==> src/wb_cache_defs.svh <==
`ifndef WB_CACHE_DEFS_SVH
`define WB_CACHE_DEFS_SVH

// Wishbone port widths
`define WB_ADR_W 25
`define WB_DAT_W 32
`define WB_SEL_W 4

// Address split: tag | index | word offset
`define TAG_W 15
`define INDEX_W 8
`define OFFSET_W 2
`define LINE_WORDS 4

// Row layout, low to high: data words, tag, dirty bits, valid
`define ROW_W 148
`define ROW_TAG_LSB 128
`define ROW_DIRTY_LSB 143
`define ROW_VALID_BIT 147

`endif

==> src/wb_cache_pkg.sv <==
`default_nettype none

`include "wb_cache_defs.svh"

package wb_cache_pkg;

  typedef logic [`WB_ADR_W-1:0] wb_adr_t;
  typedef logic [`WB_DAT_W-1:0] wb_dat_t;
  typedef logic [`WB_SEL_W-1:0] wb_sel_t;

  typedef logic [`TAG_W-1:0] cache_tag_t;
  typedef logic [`INDEX_W-1:0] cache_index_t;
  typedef logic [`OFFSET_W-1:0] word_off_t;

  typedef logic [`ROW_W-1:0] cache_row_t;
  typedef logic [`LINE_WORDS-1:0] dirty_t;

  typedef enum logic [3:0] {
    ST_INIT, ST_IDLE, ST_READ, ST_LOAD, ST_CHECK,
    ST_DONE, ST_FLUSH, ST_FILL, ST_FILL_WRITE
  } ctrl_state_t;

  typedef enum logic [2:0] {
    BUF_HOLD, BUF_LOAD, BUF_MERGE, BUF_FILL_WORD, BUF_CLEAN_WORD
  } buf_op_t;

endpackage

`default_nettype wire

==> src/line_buffer.sv <==
`default_nettype none
`timescale 1ns/1ps

`include "wb_cache_defs.svh"

module line_buffer (
  input  wire                          clk_i,
  input  wire                          rst_i,
  input  wire wb_cache_pkg::buf_op_t   op_i,
  input  wire wb_cache_pkg::word_off_t word_i,
  input  wire wb_cache_pkg::cache_tag_t req_tag_i,
  input  wire wb_cache_pkg::word_off_t req_off_i,
  input  wire wb_cache_pkg::wb_dat_t   s_dat_i,
  input  wire wb_cache_pkg::wb_sel_t   s_sel_i,
  input  wire wb_cache_pkg::wb_dat_t   m_dat_i,
  input  wire wb_cache_pkg::cache_row_t row_q_i,
  output wb_cache_pkg::cache_row_t     row_d_o,
  output logic                         hit_o,
  output wb_cache_pkg::dirty_t         dirty_o,
  output wb_cache_pkg::cache_tag_t     victim_tag_o,
  output wb_cache_pkg::wb_dat_t        s_dat_o,
  output wb_cache_pkg::wb_dat_t        m_dat_o
);

  import wb_cache_pkg::*;

  cache_row_t buf_row;
  cache_row_t row_nxt;
  logic       row_valid;

  always_comb begin
    row_nxt = buf_row;
    case (op_i)
      BUF_LOAD: begin
        row_nxt = row_q_i; // Whole row, so later merges keep the other words
      end
      BUF_MERGE: begin
        for (int b = 0; b < `WB_SEL_W; b++) begin
          if (s_sel_i[b]) begin
            row_nxt[req_off_i * `WB_DAT_W + b * 8 +: 8] = s_dat_i[b * 8 +: 8];
          end
        end
        row_nxt[`ROW_DIRTY_LSB + req_off_i] = 1'b1;
      end
      BUF_FILL_WORD: begin
        row_nxt[word_i * `WB_DAT_W +: `WB_DAT_W] = m_dat_i;
        row_nxt[`ROW_DIRTY_LSB + word_i] = 1'b0;
        row_nxt[`ROW_TAG_LSB +: `TAG_W] = req_tag_i; // New owner of the line
        row_nxt[`ROW_VALID_BIT] = 1'b1;
      end
      BUF_CLEAN_WORD: begin
        row_nxt[`ROW_DIRTY_LSB + word_i] = 1'b0; // Word written back
      end
      default: begin
        row_nxt = buf_row;
      end
    endcase
  end

  // Zero row doubles as the invalid row for the init sweep
  always_ff @(posedge clk_i or posedge rst_i) begin
    if (rst_i) begin
      buf_row <= '0;
    end else begin
      buf_row <= row_nxt;
    end
  end

  assign row_valid    = buf_row[`ROW_VALID_BIT];
  assign victim_tag_o = buf_row[`ROW_TAG_LSB +: `TAG_W];
  assign dirty_o      = buf_row[`ROW_DIRTY_LSB +: `LINE_WORDS];
  assign hit_o        = row_valid && (victim_tag_o == req_tag_i);
  assign row_d_o      = buf_row;

  assign s_dat_o = buf_row[req_off_i * `WB_DAT_W +: `WB_DAT_W];
  assign m_dat_o = buf_row[word_i * `WB_DAT_W +: `WB_DAT_W]; // Writeback data

  // Controller only merges into a line it has just confirmed
  a_merge_on_hit : assert property (
    @(posedge clk_i) disable iff (rst_i)
    (op_i == BUF_MERGE) |-> hit_o
  );

endmodule

`default_nettype wire

==> config.mk <==
export PLATFORM = sky130hd
export DESIGN_NAME = line_buffer
export DESIGN_NICKNAME = d
export VERILOG_FILES = /design/src/wb_cache_pkg.sv /design/src/line_buffer.sv
export VERILOG_INCLUDE_DIRS = /design/src
export SDC_FILE = /design/constraint.sdc
export NUM_CORES = 1
export LEC_CHECK = 0
export ABC_AREA = 1
export BUFFER_PORTS_ARGS = -buffer_cell sky130_fd_sc_hd__buf_2
export CAP_MARGIN = 20
export CORE_ASPECT_RATIO = 1.4
export CORE_MARGIN = 2
export CORE_UTILIZATION = 35
export CTS_CLUSTER_DIAMETER = 150
export DETAILED_ROUTE_END_ITERATION = 10
export PLACE_DENSITY = 0.66
export SLEW_MARGIN = 15
export SYNTH_ARGS = -nofsm -noshare
export SYNTH_HDL_FRONTEND = slang
export SYNTH_SLANG_ARGS = --single-unit
==> constraint.sdc <==
create_clock -name clk_i -period 7.5 [get_ports clk_i]
set_input_delay 2.25 -clock clk_i [delete_from_list [all_inputs] [get_ports clk_i]]
set_output_delay 2.25 -clock clk_i [all_outputs]
set_load 0.1 [all_outputs]
After elaboration in Yosys (flattened, before gate mapping)
Cells that the tools add are included.
{"block": "word_totals", "wordCells": 58, "input_bits": 240, "out_inout_bits": 232, "register_bits": 148}
{"block": "op_classes", "n_lt_le_gt_ge": 4, "n_addsub": 10, "eq_ne": 5, "n_reduce_logical": 4, "bitwise_logic": 4, "shift": 12, "n_mux": 18}
{"op": "2-to-1 mux 148 bit", "n": 8}
{"op": "bitwise mux 148 bit", "n": 5}
{"op": "case mux 148 bit (4 select lines)", "n": 1}
{"op": "variable shift 8 x 34 -> 148 bit (first input constant)", "n": 4}
{"op": "indexed part select 8 x 34 -> 148 bit", "n": 4}
{"op": "indexed part select 148 x 8 -> 32 bit", "n": 2}
{"op": "bitwise AND 148 bit", "n": 1}
{"op": "NOT 148 bit", "n": 1}
{"op": "OR 148 bit", "n": 1}
{"op": "variable shift 32 x 34 -> 148 bit (first input constant)", "n": 1}
{"op": "indexed part select 32 x 34 -> 148 bit", "n": 1}
{"op": "bitwise AND 147 bit", "n": 1}
{"op": "negator 8 -> 34 bit", "n": 3}
{"op": "negator 7 -> 34 bit", "n": 2}
{"op": "adder 8 x 2 -> 9 bit (first input constant)", "n": 2}
{"op": "greater-or-equal comparator 9 x 1 -> 1 bit (second input constant)", "n": 2}
{"op": "less-than comparator 9 bit (second input constant)", "n": 2}
{"op": "adder 7 x 5 -> 8 bit (second input constant)", "n": 2}
{"op": "demux 1 bit (select 8 bit)", "n": 2}
{"op": "== test 15 bit", "n": 1}
{"op": "adder 7 x 4 -> 8 bit (second input constant)", "n": 1}
{"op": "== test 3 x 2 -> 1 bit (second input constant)", "n": 2}
{"op": "nonzero test 4 bit", "n": 1}
{"op": "== test 3 x 1 -> 1 bit (second input constant)", "n": 1}
{"op": "other kinds (3)", "n": 6}

Logic depth before layout (Yosys ltp)
{"block": "logic_depth", "word_depth": 16, "depth_mapped": 14}

Worst setup path before layout
No wires, ideal clock.
{"block": "synth_timing", "path_kind": "input to output", "from": "input port req_off_i[1]", "to": "output port s_dat_o[11]", "setup_slack_ns": 0.612, "arrival_ns": 4.638, "cell_stages": 6, "path_buffers": 3, "t_required_ns": 5.250, "path_cell_list": "buf_2 -> inv_1 -> clkbuf_1 -> clkbuf_1 -> a21oi_1 -> a21oi_1"}
{"block": "synth_between", "elab_chain_cells": 1}
{"element": "start, declared", "line_no": "line_buffer.sv:12", "source": "input wire wb_cache_pkg::word_off_t req_off_i,"}
{"element": "indexed part select 148 x 8 -> 32 bit", "line_no": "line_buffer.sv:75", "source": "assign s_dat_o = buf_row[req_off_i * `WB_DAT_W +: `WB_DAT_W];"}
{"element": "end, declared", "line_no": "line_buffer.sv:21", "source": "output wb_cache_pkg::wb_dat_t s_dat_o,"}
Every way passes these cells.

Worst setup path after layout
{"block": "layout_timing", "from": "input port word_i[1]", "to": "output port m_dat_o[3]"}
{"block": "layout_between", "elab_chain_cells": 1}
{"element": "start, declared", "line_no": "line_buffer.sv:10", "source": "input wire wb_cache_pkg::word_off_t word_i,"}
{"element": "indexed part select 148 x 8 -> 32 bit", "line_no": "line_buffer.sv:76", "source": "assign m_dat_o = buf_row[word_i * `WB_DAT_W +: `WB_DAT_W];"}
{"element": "end, declared", "line_no": "line_buffer.sv:22", "source": "output wb_cache_pkg::wb_dat_t m_dat_o"}
Every way passes these cells.

==> summary.txt <==
Status
  • Outcome: finished, final reports clean

Layout
  • Max reg flops: 148
  • Layout cells sized above 1: ~18%
  • Syn-to-layout area delta: 22.01%
  • Fillers: between 4000 and 5000
  • Non-Filler Cell Area, Final: roughly 19000 µm²
  • Layout Nets: 3370

Critical path
  • Most Frequent Cell on Critical Path: a21oi_1
  • CP endpoint kind: output pin
  • WP buf/inv: 4
  • Kind of critical path: primary input to output pin
  • Critical path peak fanout: 50
  • Crit-path max cell delay: roughly 0.70 ns
  • Critical path startpoint category: primary input
  • Crit path cell chain: buf_2, inv_2, buf_4, a21oi_1, a21oi_1, buf_12
  • Req. time, crit path: between 5 and 6 ns
  • Crit path max-delay family: buffers and inverters
  • CP Data Arrival Time: 4.09 ns
  • Slowest cell on crit path: inv_2

Drt
  • Iter 0 DRT Violations: 2285
  • ANT nets after route: 0
  • Total routed wirelength: approximately 83000 µm
  • First-pass DRT Iterations: 6
  • Via density: between 5 and 6
  • Wire length per cell: roughly 23 µm
  • Vias: approximately 21000
  • DRC: 0

Clock tree
  • CTS buffer count: 17
  • Htree depth: 4
  • CTS tree: done
  • Clock transition at the registers of the reported paths: 0.07 ns
  • Clock sink count: 148
  • Clock Tree Root: clkbuf_16
  • Post-CTS Resized: 0
  • Post-CTS Setup Bufs: 0
  • # hold bufs at CTS: 0
  • Worst-Skew Late Latency: around 0.47 ns
  • Max Root-Sink Buffers: 2

Pwr
  • PwrDens: around 290 nW/µm²
  • P_leak: 9.791 nW
  • Power after layout: ~0.0053 W
  • Max IR drop VDD: slightly below 0.2 mV

Global routing
  • Largest net degree at the start of global routing: around 110
  • GRT Overall Usage: a little over a third
  • Vias in the first global route: ~19000
  • Global-route wire length before repair: between 100000 and 150000 µm
  • Total gr overflow: 0
  • Initial antenna violation count: 14

Timing
  • # setup viols final: 0
  • Final hold vios: 0
  • Final clock skew: 0 ns
  • Final Cycle Share: between 80% and 90%
  • Worst Slack Setup Final: ~1.2 ns
  • Relative slew slack: 31.80%
  • RSZ-0062 raised after global routing: false
  • Total Neg Setup Slack: 0 ns
  • Fin. max-slew vios: 0
  • Final hold slack: roughly 0.51 ns
  • Final min period: between 6 and 7 ns
  • Max Clock Freq: approximately 160 MHz
  • Worst Tran Pin Value: just over 1 ns

Logic synthesis
  • Post-Syn Nets: 3062
  • Ys Warns: 0
  • Yosys cell types: 28
  • Ranking of synthesized cells by area: nand2_1, dfrtp_1, o21ai_0, a21oi_1, nand3_1
  • Top FF cell, synth: dfrtp_1
  • Top post-synthesis cells by count: nand2_1, o21ai_0, a21oi_1, nand3_1, inv_1
  • EDFF count, synth: 0
  • Seq/Total Area, Yosys: between 20% and 30%
  • Top-count cell post-synth: nand2_1
  • Register bit total from synthesis: between 100 and 150
  • Post-synth ARST share: 100.0%
  • Cell accounting for the most synthesized area: nand2_1
  • Syn Std Cell Area: roughly 15000 µm²
  • Top-area cell type share of the netlist area: 28.62%
  • Post-Syn Area per Cell: about 5.4 µm²
  • Syn Inst Count: between 2000 and 3000

Place
  • Dpl ws: 1.163 ns
  • Gpl congestion: 0.9759
  • Placement Cell Area: around 18000 µm²
  • Detail Placement HPWL: 59760 µm
  • IO Port Bufs: between 400 and 500

Floorplan
  • Chip width: around 180 µm
  • Io pins: approximately 470
  • Initial Util: between 30% and 40%
  • Die H: around 250 µm
  • Core Region: between 40000 and 50000 µm²
  • # rows: 90
  • Die ar.: around 45000 µm²

Worst hold path
  • Worst min-delay path class: flop to flop

Flow run
  • Max_cap viols: 0
==> final cells by class <==
cell class                 count  area, µm²  area share (%)
antenna                       16      40.04          0.2155
inverter                     212      810.8           4.364
clock inverter                13      147.6          0.7947
tap                          552      690.7           3.718
sequential                   148       3704           19.94
timing repair buffer         502       3018           16.24
multi-input combinational   2233       9714           52.29
clock buffer                  19      452.9           2.438
==> placed cells by master (no fill, tap or decap), types with 7 or more instances in the layout <==
cell type     n
buf_12       29
ha_1         15
inv_2        10
dfrtp_1     148
clkbuf_16    17
buf_4        28
a21oi_1     284
nand2_1    1161
a31oi_1       7
inv_6         7
nor2_1      175
inv_1       198
diode_2      16
o22ai_1      12
buf_2       445
nand3_1     234
o21ai_0     318
==> path summary, 6_finish.rpt <==
| kind | cells past startpoint | endpoint | start | slack [ns] |
|---|---|---|---|---|
| worst max-delay path | 6 | m_dat_o[3] | word_i[1] | 1.16 |
| worst min-delay path | 2 | row_d_o[38]$_DFFE_PP0P_ | row_d_o[38]$_DFFE_PP0P_ | 0.51 |
| worst max register to register | 7 | row_d_o[144]$_DFFE_PP0N_ | row_d_o[144]$_DFFE_PP0N_ | 6.15 |
| worst min register to register | 2 | row_d_o[38]$_DFFE_PP0P_ | row_d_o[38]$_DFFE_PP0P_ | 0.51 |
| max in group asynchronous | 3 | row_d_o[58]$_DFFE_PP0P_ | rst_i | 4.23 |
| min in group asynchronous | 2 | row_d_o[136]$_DFFE_PP0N_ | rst_i | 1.93 |
==> per-stage QoR <==
step / instances / utilization [%]
3_5_place_dp: 3647 / 41.70
5_1_grt: 3686 / 43.14
2_1_floorplan: 2806 / -
4_1_cts: 3679 / 43.09
3_3_place_gp: 3647 / 41.70
6_report: 3695 / 43.19
==> kinds of logic (layout without fill, tap and decap cells) <==
| kind of cell | after synthesis | after routing | synth area share, % |
|---|---|---|---|
| compound gates | 631 | 631 | 21.02 |
| other cells | 0 | 16 | 0 |
| simple gates | 1585 | 1585 | 41.31 |
| fa+ha+maj | 16 | 16 | 1.315 |
| buf+inv | 425 | 746 | 11.97 |
| flops | 148 | 148 | 24.32 |
| xor+xnor | 1 | 1 | 0.05753 |
==> layer usage <==
layer	vias up	track usage [%]	share of wire (%)
met1	9475	38.14	33
met4	6	32.07	11
met5	-	0	0.047
met3	324	6.693	9.5
met2	1363	59.00	47
li1	9594	-	-
==> tightest hold or removal path, stage by stage, from the launching register on <==
cell and delay, ns:
dfrtp_1 0.37, nand2_1 0.06, nand2_1 0.05
==> power breakdown <==
part	internal (W)	switching (W)	leakage [nW]
clock network	0.000512	0.000422	0.283
logic	0.000565	0.00255	7.66
registers	0.000945	0.000329	1.85
total	0.00202	0.00331	9.79
Note: power is estimated with default switching activity, not from simulation.
