File: src/wb_cache_defs.svh
`ifndef WB_CACHE_DEFS_SVH
`define WB_CACHE_DEFS_SVH

// Wishbone port widths
`define WB_ADR_W 25
`define WB_DAT_W 32
`define WB_SEL_W 4

// Address split: tag | index | word offset
`define TAG_W 15
`define INDEX_W 8
`define OFFSET_W 2
`define LINE_WORDS 4

// Row layout, low to high: data words, tag, dirty bits, valid
`define ROW_W 148
`define ROW_TAG_LSB 128
`define ROW_DIRTY_LSB 143
`define ROW_VALID_BIT 147

`endif

File: src/wb_cache_pkg.sv
`default_nettype none

`include "wb_cache_defs.svh"

package wb_cache_pkg;

  typedef logic [`WB_ADR_W-1:0] wb_adr_t;
  typedef logic [`WB_DAT_W-1:0] wb_dat_t;
  typedef logic [`WB_SEL_W-1:0] wb_sel_t;

  typedef logic [`TAG_W-1:0] cache_tag_t;
  typedef logic [`INDEX_W-1:0] cache_index_t;
  typedef logic [`OFFSET_W-1:0] word_off_t;

  typedef logic [`ROW_W-1:0] cache_row_t;
  typedef logic [`LINE_WORDS-1:0] dirty_t;

  typedef enum logic [3:0] {
    ST_INIT, ST_IDLE, ST_READ, ST_LOAD, ST_CHECK,
    ST_DONE, ST_FLUSH, ST_FILL, ST_FILL_WRITE
  } ctrl_state_t;

  typedef enum logic [2:0] {
    BUF_HOLD, BUF_LOAD, BUF_MERGE, BUF_FILL_WORD, BUF_CLEAN_WORD
  } buf_op_t;

endpackage

`default_nettype wire

File: src/cache_ctrl.sv
`default_nettype none
`timescale 1ns/1ps

module cache_ctrl (
  input  wire                            clk_i,
  input  wire                            rst_i,
  input  wire                            s_cyc_i,
  input  wire                            s_stb_i,
  input  wire                            s_we_i,
  output logic                           s_ack_o,
  input  wire wb_cache_pkg::cache_tag_t   req_tag_i,
  input  wire wb_cache_pkg::cache_index_t req_index_i,
  input  wire                            hit_i,
  input  wire wb_cache_pkg::dirty_t       dirty_i,
  input  wire wb_cache_pkg::cache_tag_t   victim_tag_i,
  input  wire                            m_ack_i,
  output logic                           m_cyc_o,
  output logic                           m_stb_o,
  output logic                           m_we_o,
  output wb_cache_pkg::wb_adr_t          m_adr_o,
  output wb_cache_pkg::cache_index_t     ram_adr_o,
  output logic                           ram_we_o,
  output wb_cache_pkg::buf_op_t          buf_op_o,
  output wb_cache_pkg::word_off_t        buf_word_o
);

  import wb_cache_pkg::*;

  ctrl_state_t  state_q;
  ctrl_state_t  state_d;
  word_off_t    word_cnt_q;
  word_off_t    word_cnt_d;
  cache_index_t init_idx_q;
  cache_index_t init_idx_d;
  logic         gap_q; // Beat acked last cycle

  always_ff @(posedge clk_i or posedge rst_i) begin
    if (rst_i) begin
      state_q    <= ST_INIT;
      word_cnt_q <= '0;
      init_idx_q <= '0;
      gap_q      <= 1'b0;
    end else begin
      state_q    <= state_d;
      word_cnt_q <= word_cnt_d;
      init_idx_q <= init_idx_d;
      gap_q      <= m_cyc_o && m_ack_i;
    end
  end

  always_comb begin
    state_d    = state_q;
    word_cnt_d = word_cnt_q;
    init_idx_d = init_idx_q;
    s_ack_o    = 1'b0;
    m_cyc_o    = 1'b0;
    m_we_o     = 1'b0;
    m_adr_o    = {req_tag_i, req_index_i, word_cnt_q};
    ram_we_o   = 1'b0;
    buf_op_o   = BUF_HOLD;

    case (state_q)
      ST_INIT: begin
        ram_we_o   = 1'b1; // Buffer still holds the zero row
        init_idx_d = init_idx_q + 1'b1;
        if (&init_idx_q) begin
          state_d = ST_IDLE;
        end
      end
      ST_IDLE: begin
        if (s_cyc_i && s_stb_i) begin
          state_d = ST_READ;
        end
      end
      ST_READ: begin
        state_d = ST_LOAD; // Row memory read in flight
      end
      ST_LOAD: begin
        buf_op_o = BUF_LOAD;
        state_d  = ST_CHECK;
      end
      ST_CHECK: begin
        if (hit_i) begin
          if (s_we_i) begin
            buf_op_o = BUF_MERGE;
          end
          state_d = ST_DONE;
        end else if (|dirty_i) begin
          state_d = ST_FLUSH; // Dirty implies a valid victim
        end else begin
          state_d = ST_FILL;
        end
      end
      ST_DONE: begin
        s_ack_o  = 1'b1;
        ram_we_o = s_we_i; // Store merged row
        state_d  = ST_IDLE;
      end
      ST_FLUSH: begin
        m_adr_o = {victim_tag_i, req_index_i, word_cnt_q};
        if (dirty_i[word_cnt_q]) begin
          m_cyc_o = 1'b1;
          m_we_o  = 1'b1;
          if (m_ack_i) begin
            buf_op_o = BUF_CLEAN_WORD; // Bit clears, next cycle moves on
          end
        end else begin
          word_cnt_d = word_cnt_q + 1'b1;
          if (&word_cnt_q) begin
            state_d = ST_FILL;
          end
        end
      end
      ST_FILL: begin
        m_cyc_o = !gap_q;
        if (m_cyc_o && m_ack_i) begin
          buf_op_o   = BUF_FILL_WORD;
          word_cnt_d = word_cnt_q + 1'b1;
          if (&word_cnt_q) begin
            state_d = ST_FILL_WRITE;
          end
        end
      end
      ST_FILL_WRITE: begin
        ram_we_o = 1'b1;
        state_d  = ST_CHECK; // Retry lookup, now a hit
      end
      default: begin
        state_d = ST_IDLE;
      end
    endcase
  end

  assign m_stb_o    = m_cyc_o;
  assign buf_word_o = word_cnt_q;
  assign ram_adr_o  = (state_q == ST_INIT) ? init_idx_q : req_index_i;

  // Outside master must hold its request until ack
  a_ack_in_cycle : assert property (
    @(posedge clk_i) disable iff (rst_i)
    s_ack_o |-> (s_cyc_i && s_stb_i)
  );

  // Open beat never abandoned
  a_beat_held : assert property (
    @(posedge clk_i) disable iff (rst_i)
    (m_cyc_o && !m_ack_i) |=> m_cyc_o
  );

  a_store_hit : assert property (
    @(posedge clk_i) disable iff (rst_i)
    ram_we_o |-> ((state_q == ST_INIT) || hit_i)
  );

endmodule

`default_nettype wire

File: config.mk
export PLATFORM = sky130hd
export DESIGN_NAME = cache_ctrl
export DESIGN_NICKNAME = d
export VERILOG_FILES = /design/src/wb_cache_pkg.sv /design/src/cache_ctrl.sv
export VERILOG_INCLUDE_DIRS = /design/src
export SDC_FILE = /design/constraint.sdc
export NUM_CORES = 1
export LEC_CHECK = 0
export ABC_AREA = 1
export CAP_MARGIN = 20
export CORE_UTILIZATION = 50
export CTS_BUF_LIST = sky130_fd_sc_hd__clkbuf_4 sky130_fd_sc_hd__clkbuf_8
export DETAILED_ROUTE_END_ITERATION = 10
export DONT_BUFFER_PORTS = 1
export PLACE_DENSITY = 0.75
export SLEW_MARGIN = 20
export SYNTH_ARGS = -nofsm -noshare
export SYNTH_HDL_FRONTEND = slang
export SYNTH_SLANG_ARGS = --single-unit
export TNS_END_PERCENT = 50
File: constraint.sdc
create_clock -name clk_i -period 2.02 [get_ports clk_i]
set_clock_uncertainty 0.2 [all_clocks]
set_input_delay 0.303 -clock clk_i [delete_from_list [all_inputs] [get_ports clk_i]]
set_output_delay 0.303 -clock clk_i [all_outputs]
set_load 0.005 [all_outputs]
======== Word-level counts from Yosys, hierarchy flattened ========
Index checks and enable logic that the tools add are counted.
cells by class
  add/sub/neg operators ................... 2
  magnitude comparators ................... 1
  equal/unequal tests ..................... 14
  muxes and demuxes ....................... 27
  reduce and logical (&&, ||, !) cells .... 13
operators with widths
  kind                                                count
  case mux 4 bit (7 select lines)                     1
  two-way mux 25 bit                                  1
  two-way mux 4 bit                                   6
  == test 4 x 3 -> 1 bit, second input constant       4
  two-way mux 2 bit                                   6
  inequality test 2 bit, second input constant        6
  case mux 3 bit (4 select lines)                     1
  adder 8 x 1 -> 8 bit, second input constant         1
  == test 4 x 2 -> 1 bit, second input constant       2
  two-way mux 8 bit                                   1
  AND reduction 8 bit                                 1
  two-way mux 3 bit                                   2
  AND reduction 6 bit                                 1
  two-way mux 1 bit                                   5
  == test 4 x 1 -> 1 bit, second input constant       1
  == test 4 bit, second input constant                1
  logical NOT 4 bit                                   1
  case mux 1 bit (2 select lines)                     2
  case mux 2 bit (2 select lines)                     1
  OR reduction 2 bit                                  2
  OR reduction 4 bit                                  1
  logical AND 1 bit                                   3
  < comparator 2 x 3 -> 1 bit, second input constant  1
  AND reduction 3 bit                                 1
  other kinds (5)                                     5
word-level totals
  register bits ........................... 15
  input bits .............................. 49
  output and inout port bits .............. 43
  word-level logic and storage cells ...... 61

======== Logic depth before layout (Yosys ltp) ========
  depth in word-level cells ............... 5
  gate-level depth with buffers ........... 9
  depth with buffers taken out ............ 9

======== Least setup slack after synthesis ========
No wires, ideal clock.
  kind .................................... reg2out
  from .................................... reg state_q[0]
  to ...................................... out m_stb_o
  arrival ................................. 1175 ps
  data required time ...................... 1517 ps
  setup slack ............................. 342 ps
  stages on the path, launching flop included .. 7
  buffers on the path ..................... 1
  cell sequence ........................... dfrtp_1 -> inv_1 -> nand3_2 -> nor2_8 -> nand2_4 -> o21ai_0 -> buf_4
on the way
  cells in the longest elaborated chain, start to end .. 2
  elaborated cells between the ends (all ways) .. 3
  classes of those cells .................. eq/ne (2); mux (1)
RTL lines
  element                              RTL line          source
  from (decl)                          cache_ctrl.sv:29  ctrl_state_t state_q;
  from (signal assigned)               cache_ctrl.sv:44  state_q <= state_d;
  == test 4 x 3 -> 1 bit               cache_ctrl.sv:62  case (state_q)
  case mux 1 bit (2 select lines) (*)  cache_ctrl.sv:62
  to (decl)                            cache_ctrl.sv:18  output logic m_stb_o,
Every way passes the cells marked *; elsewhere a longest branch is shown, timed or not.

======== Worst setup path in the final report ========
  from .................................... reg state_q[3]
  to ...................................... out ram_adr_o[3]
on the way
  cells in the longest elaborated chain, start to end .. 2
RTL lines
  element            RTL line           source
  logical NOT 4 bit  cache_ctrl.sv:136  assign ram_adr_o = (state_q == ST_INIT) ? init_idx_q : req_index_i;
  two-way mux 8 bit  cache_ctrl.sv:136
  to (decl)          cache_ctrl.sv:21   output wb_cache_pkg::cache_index_t ram_adr_o,
No other way between the ends.

==> impl_metrics.json <==
{
  "critical_path_peak_fanout": 13,
  "synth_flop_cell": "dfrtp_1",
  "post_synth_inst_count": 224,
  "count_of_boundary_i_o_pins": 92,
  "asyncSetResetFlopFracSynth": 1.000,
  "cts.clk_slew.worst_paths_ps": 80,
  "timing.critical_path.slowest_cell_delay_ps": 450,
  "hold_path.startpoint": "hit_i",
  "pwr_density_cell_mw_per_mm2": 1099,
  "synth_edf_count": 0,
  "layout.cells.most_common": "nand2_1",
  "initialDrtViolationCount": 21,
  "initial_core_util": 0.5463,
  "floorplan.rows": 18,
  "yosys.cell_types.count": 25,
  "gp_congestion": 0.8529,
  "wire_per_inst_um": 10.80,
  "first_global_vias": 904,
  "timing.critical_path.mode_cell": "nand2_4",
  "antenna_violations_before_repair": 0,
  "cts_tree": "yes",
  "crit_path_max_delay_cell_type": "dfrtp_1",
  "final.min_clock_period_ps": 1937,
  "worstReg2RegStart": "state_q[3]",
  "grt_pass1_wl_um": 3732,
  "io_port_bufs": 0,
  "clock_h_tree_levels": 1,
  "finalCritPeriodShare": 0.9591,
  "worst_r2r_endpoint": "init_idx_q[6]",
  "crit_required_ps": 1520,
  "timing.critical_path.arrival_ps": 1430,
  "core_area_mm2": 0.002567,
  "dieWidth_um": 54.97,
  "worst-r2r-cell-count": 7,
  "die_area_mm2": 0.003021,
  "synth.avg_cell_area_um2": 6.262,
  "tightestPinTransition_ps": 574.6,
  "timing.hold.worst_path_depth": 3,
  "totalPowerFinal_mw": 1.605,
  "dp_slack_ps": 240.5,
  "num_antenna_cells": 0,
  "slew_violations": 0,
  "dp_hpwl_um": 2161,
  "netlist_area_mm2": 0.001403,
  "synth.area.mux_share": 0,
  "vias": 1240,
  "globalRouteTotalUtil": 0.1764,
  "vias_per_cell": 4.940,
  "combinational_family_with_the_most_area_after_synthesis": "simple AND/OR/NAND/NOR gates",
  "final_layout_size_suffix_gt1_frac": 0.1448,
  "rsz_0062_raised_after_global_routing": "true",
  "outcome": "completed",
  "drtAntennaViolNets": 0,
  "fin_setup_tns_ps": 0,
  "normalized_max_slew_margin": 0.6165,
  "ys_seq_elements": 15,
  "flow.area_growth_from_synthesis_pct": 4.103,
  "synthesis.yosys.warnings": 0,
  "start_kind": "flop",
  "clock_insertion_delay_worst_skew_ps": 280,
  "setup_violations": 0,
  "xor_xnor_fraction_of_synth_area": 0.03747,
  "number_of_fill_cells": 241,
  "timing.final.hold_violations": 0,
  "regToRegSetupSlack_ps": 340,
  "ctsRootBufferMaster": "clkbuf_4",
  "timing.critical_path.to_type": "output port",
  "cp_cell_sequence": "nor2_2, nand2_4, inv_6, nand2_4, nand2_1",
  "cts_num_sinks": 15,
  "timing.final.ws_setup_ps": 82.63,
  "max-vdd-ir-drop_mv": 0.6321,
  "synth_seq_area_share": 0.2676,
  "mappedNetlistNets": 275,
  "max_cap_violations": 0,
  "hold_path.class": "primary input to flop",
  "finish.net_count": 273,
  "drt-pass1-iter-count": 4,
  "synth_compound_area_frac": 0.05888,
  "cts_max_path_buffers": 2,
  "synth-simple-area-share": 0.4585,
  "fp.dieH_um": 54.97,
  "top_library_cells_by_usage_in_the_layout_fill_and_taps_aside": "nand2_1 (98), inv_1 (25), nor2_1 (14), o21ai_0 (12), dfrtp_1 (12)",
  "grt_overflow_total": 0,
  "total_cts_buffers": 3,
  "setup.worst_path.class": "flop to output port",
  "synth-adder-area-share": 0.01784,
  "hold_path_end": "state_q[1]",
  "route.detailed.drc": 0,
  "routed_wirelength_um": 2710,
  "static_leakage_nw": 0.8287,
  "achievable-frequency_ghz": 0.5162,
  "maximum_number_of_pins_on_one_net_before_global_route_repair": 16
}
how the worst max path moves through the flow:
stage | from | endpoint | slack (ps)
6_report | state_q[3] | ram_adr_o[3] | 80
5_1_grt | state_q[3] | ram_adr_o[3] | -40
4_1_cts | state_q[0] | m_adr_o[22] | 3
3_5_place_dp | state_q[0] | m_adr_o[22] | 240
3_3_place_gp | state_q[0] | m_adr_o[24] | 240
2_1_floorplan | state_q[0] | m_stb_o | 340
cells in the mapped netlist, types with 3 or more instances:
master	number	share of area
buf_4	12	0.064
dfrtp_1	15	0.27
inv_1	27	0.072
nand2_1	98	0.26
nand2_2	3	0.013
nand2_4	3	0.024
nand3_1	11	0.039
nand4_1	3	0.013
nor2_1	14	0.037
o21ai_0	14	0.050
xor2_1	4	0.025
flip-flops by register name, indices dropped and copies added (netlist names):
name	flops
state_q	4
buf_word_o	2
gap_q	1
init_idx_q	8
area by class of cell:
cell class	count	area, um2	share of cell area
clock buffer	4	30.03	0.02057
inverter	30	125.1	0.08569
multi-input combinational	165	830.8	0.5690
sequential	15	379.1	0.2596
tap	30	37.54	0.02571
timing repair buffer	7	57.56	0.03942
cell families after synthesis:
group	Yosys count
and+or+nand+nor	141
buffers and inverters	44
AOI/OAI and AO/OA	16
DFF	15
xor gates and xnor gates	6
adders and majority gates	2
power by group:
group | internal (mW) | total (mW) | switching [mW]
registers | 0.401 | 0.573 | 0.172
clock network | 0.0900 | 0.179 | 0.0895
logic | 0.305 | 0.853 | 0.547
total | 0.796 | 1.61 | 0.809
worst max-delay path: cells and delay by family (launching register included):
family	cells	cell delay (ps)
flops	1	450
simple gates	4	580
buf+inv	1	130
what timing repair did:
item	CTS	global route
hold buffers	2	0
setup endpoints to repair	19	28
hold endpoints to repair	16	0
setup buffers	4	1
pin swaps	1	4
resized for setup	1	15
layer usage:
metal  GRT usage  up-vias  routed length [um]
li1            -      665                   -
met1      0.2262      523                1227
met2      0.2851       48                1266
met3     0.01639        4                 169
met4      0.1083        0                  46
met5           0        -                   0
per-stage QoR:
step	cell area, um2	hold slack (ps)	util	instances
global route	1460	53.89	0.5687	251
floorplan	1403	4.479	-	224
CTS	1419	30.71	0.5526	250
finish	1460	48.77	0.5687	251
detailed placement	1334	85.61	0.5195	240
global placement	1334	80.89	0.5195	240
Note: power is estimated with default switching activity, not from simulation.
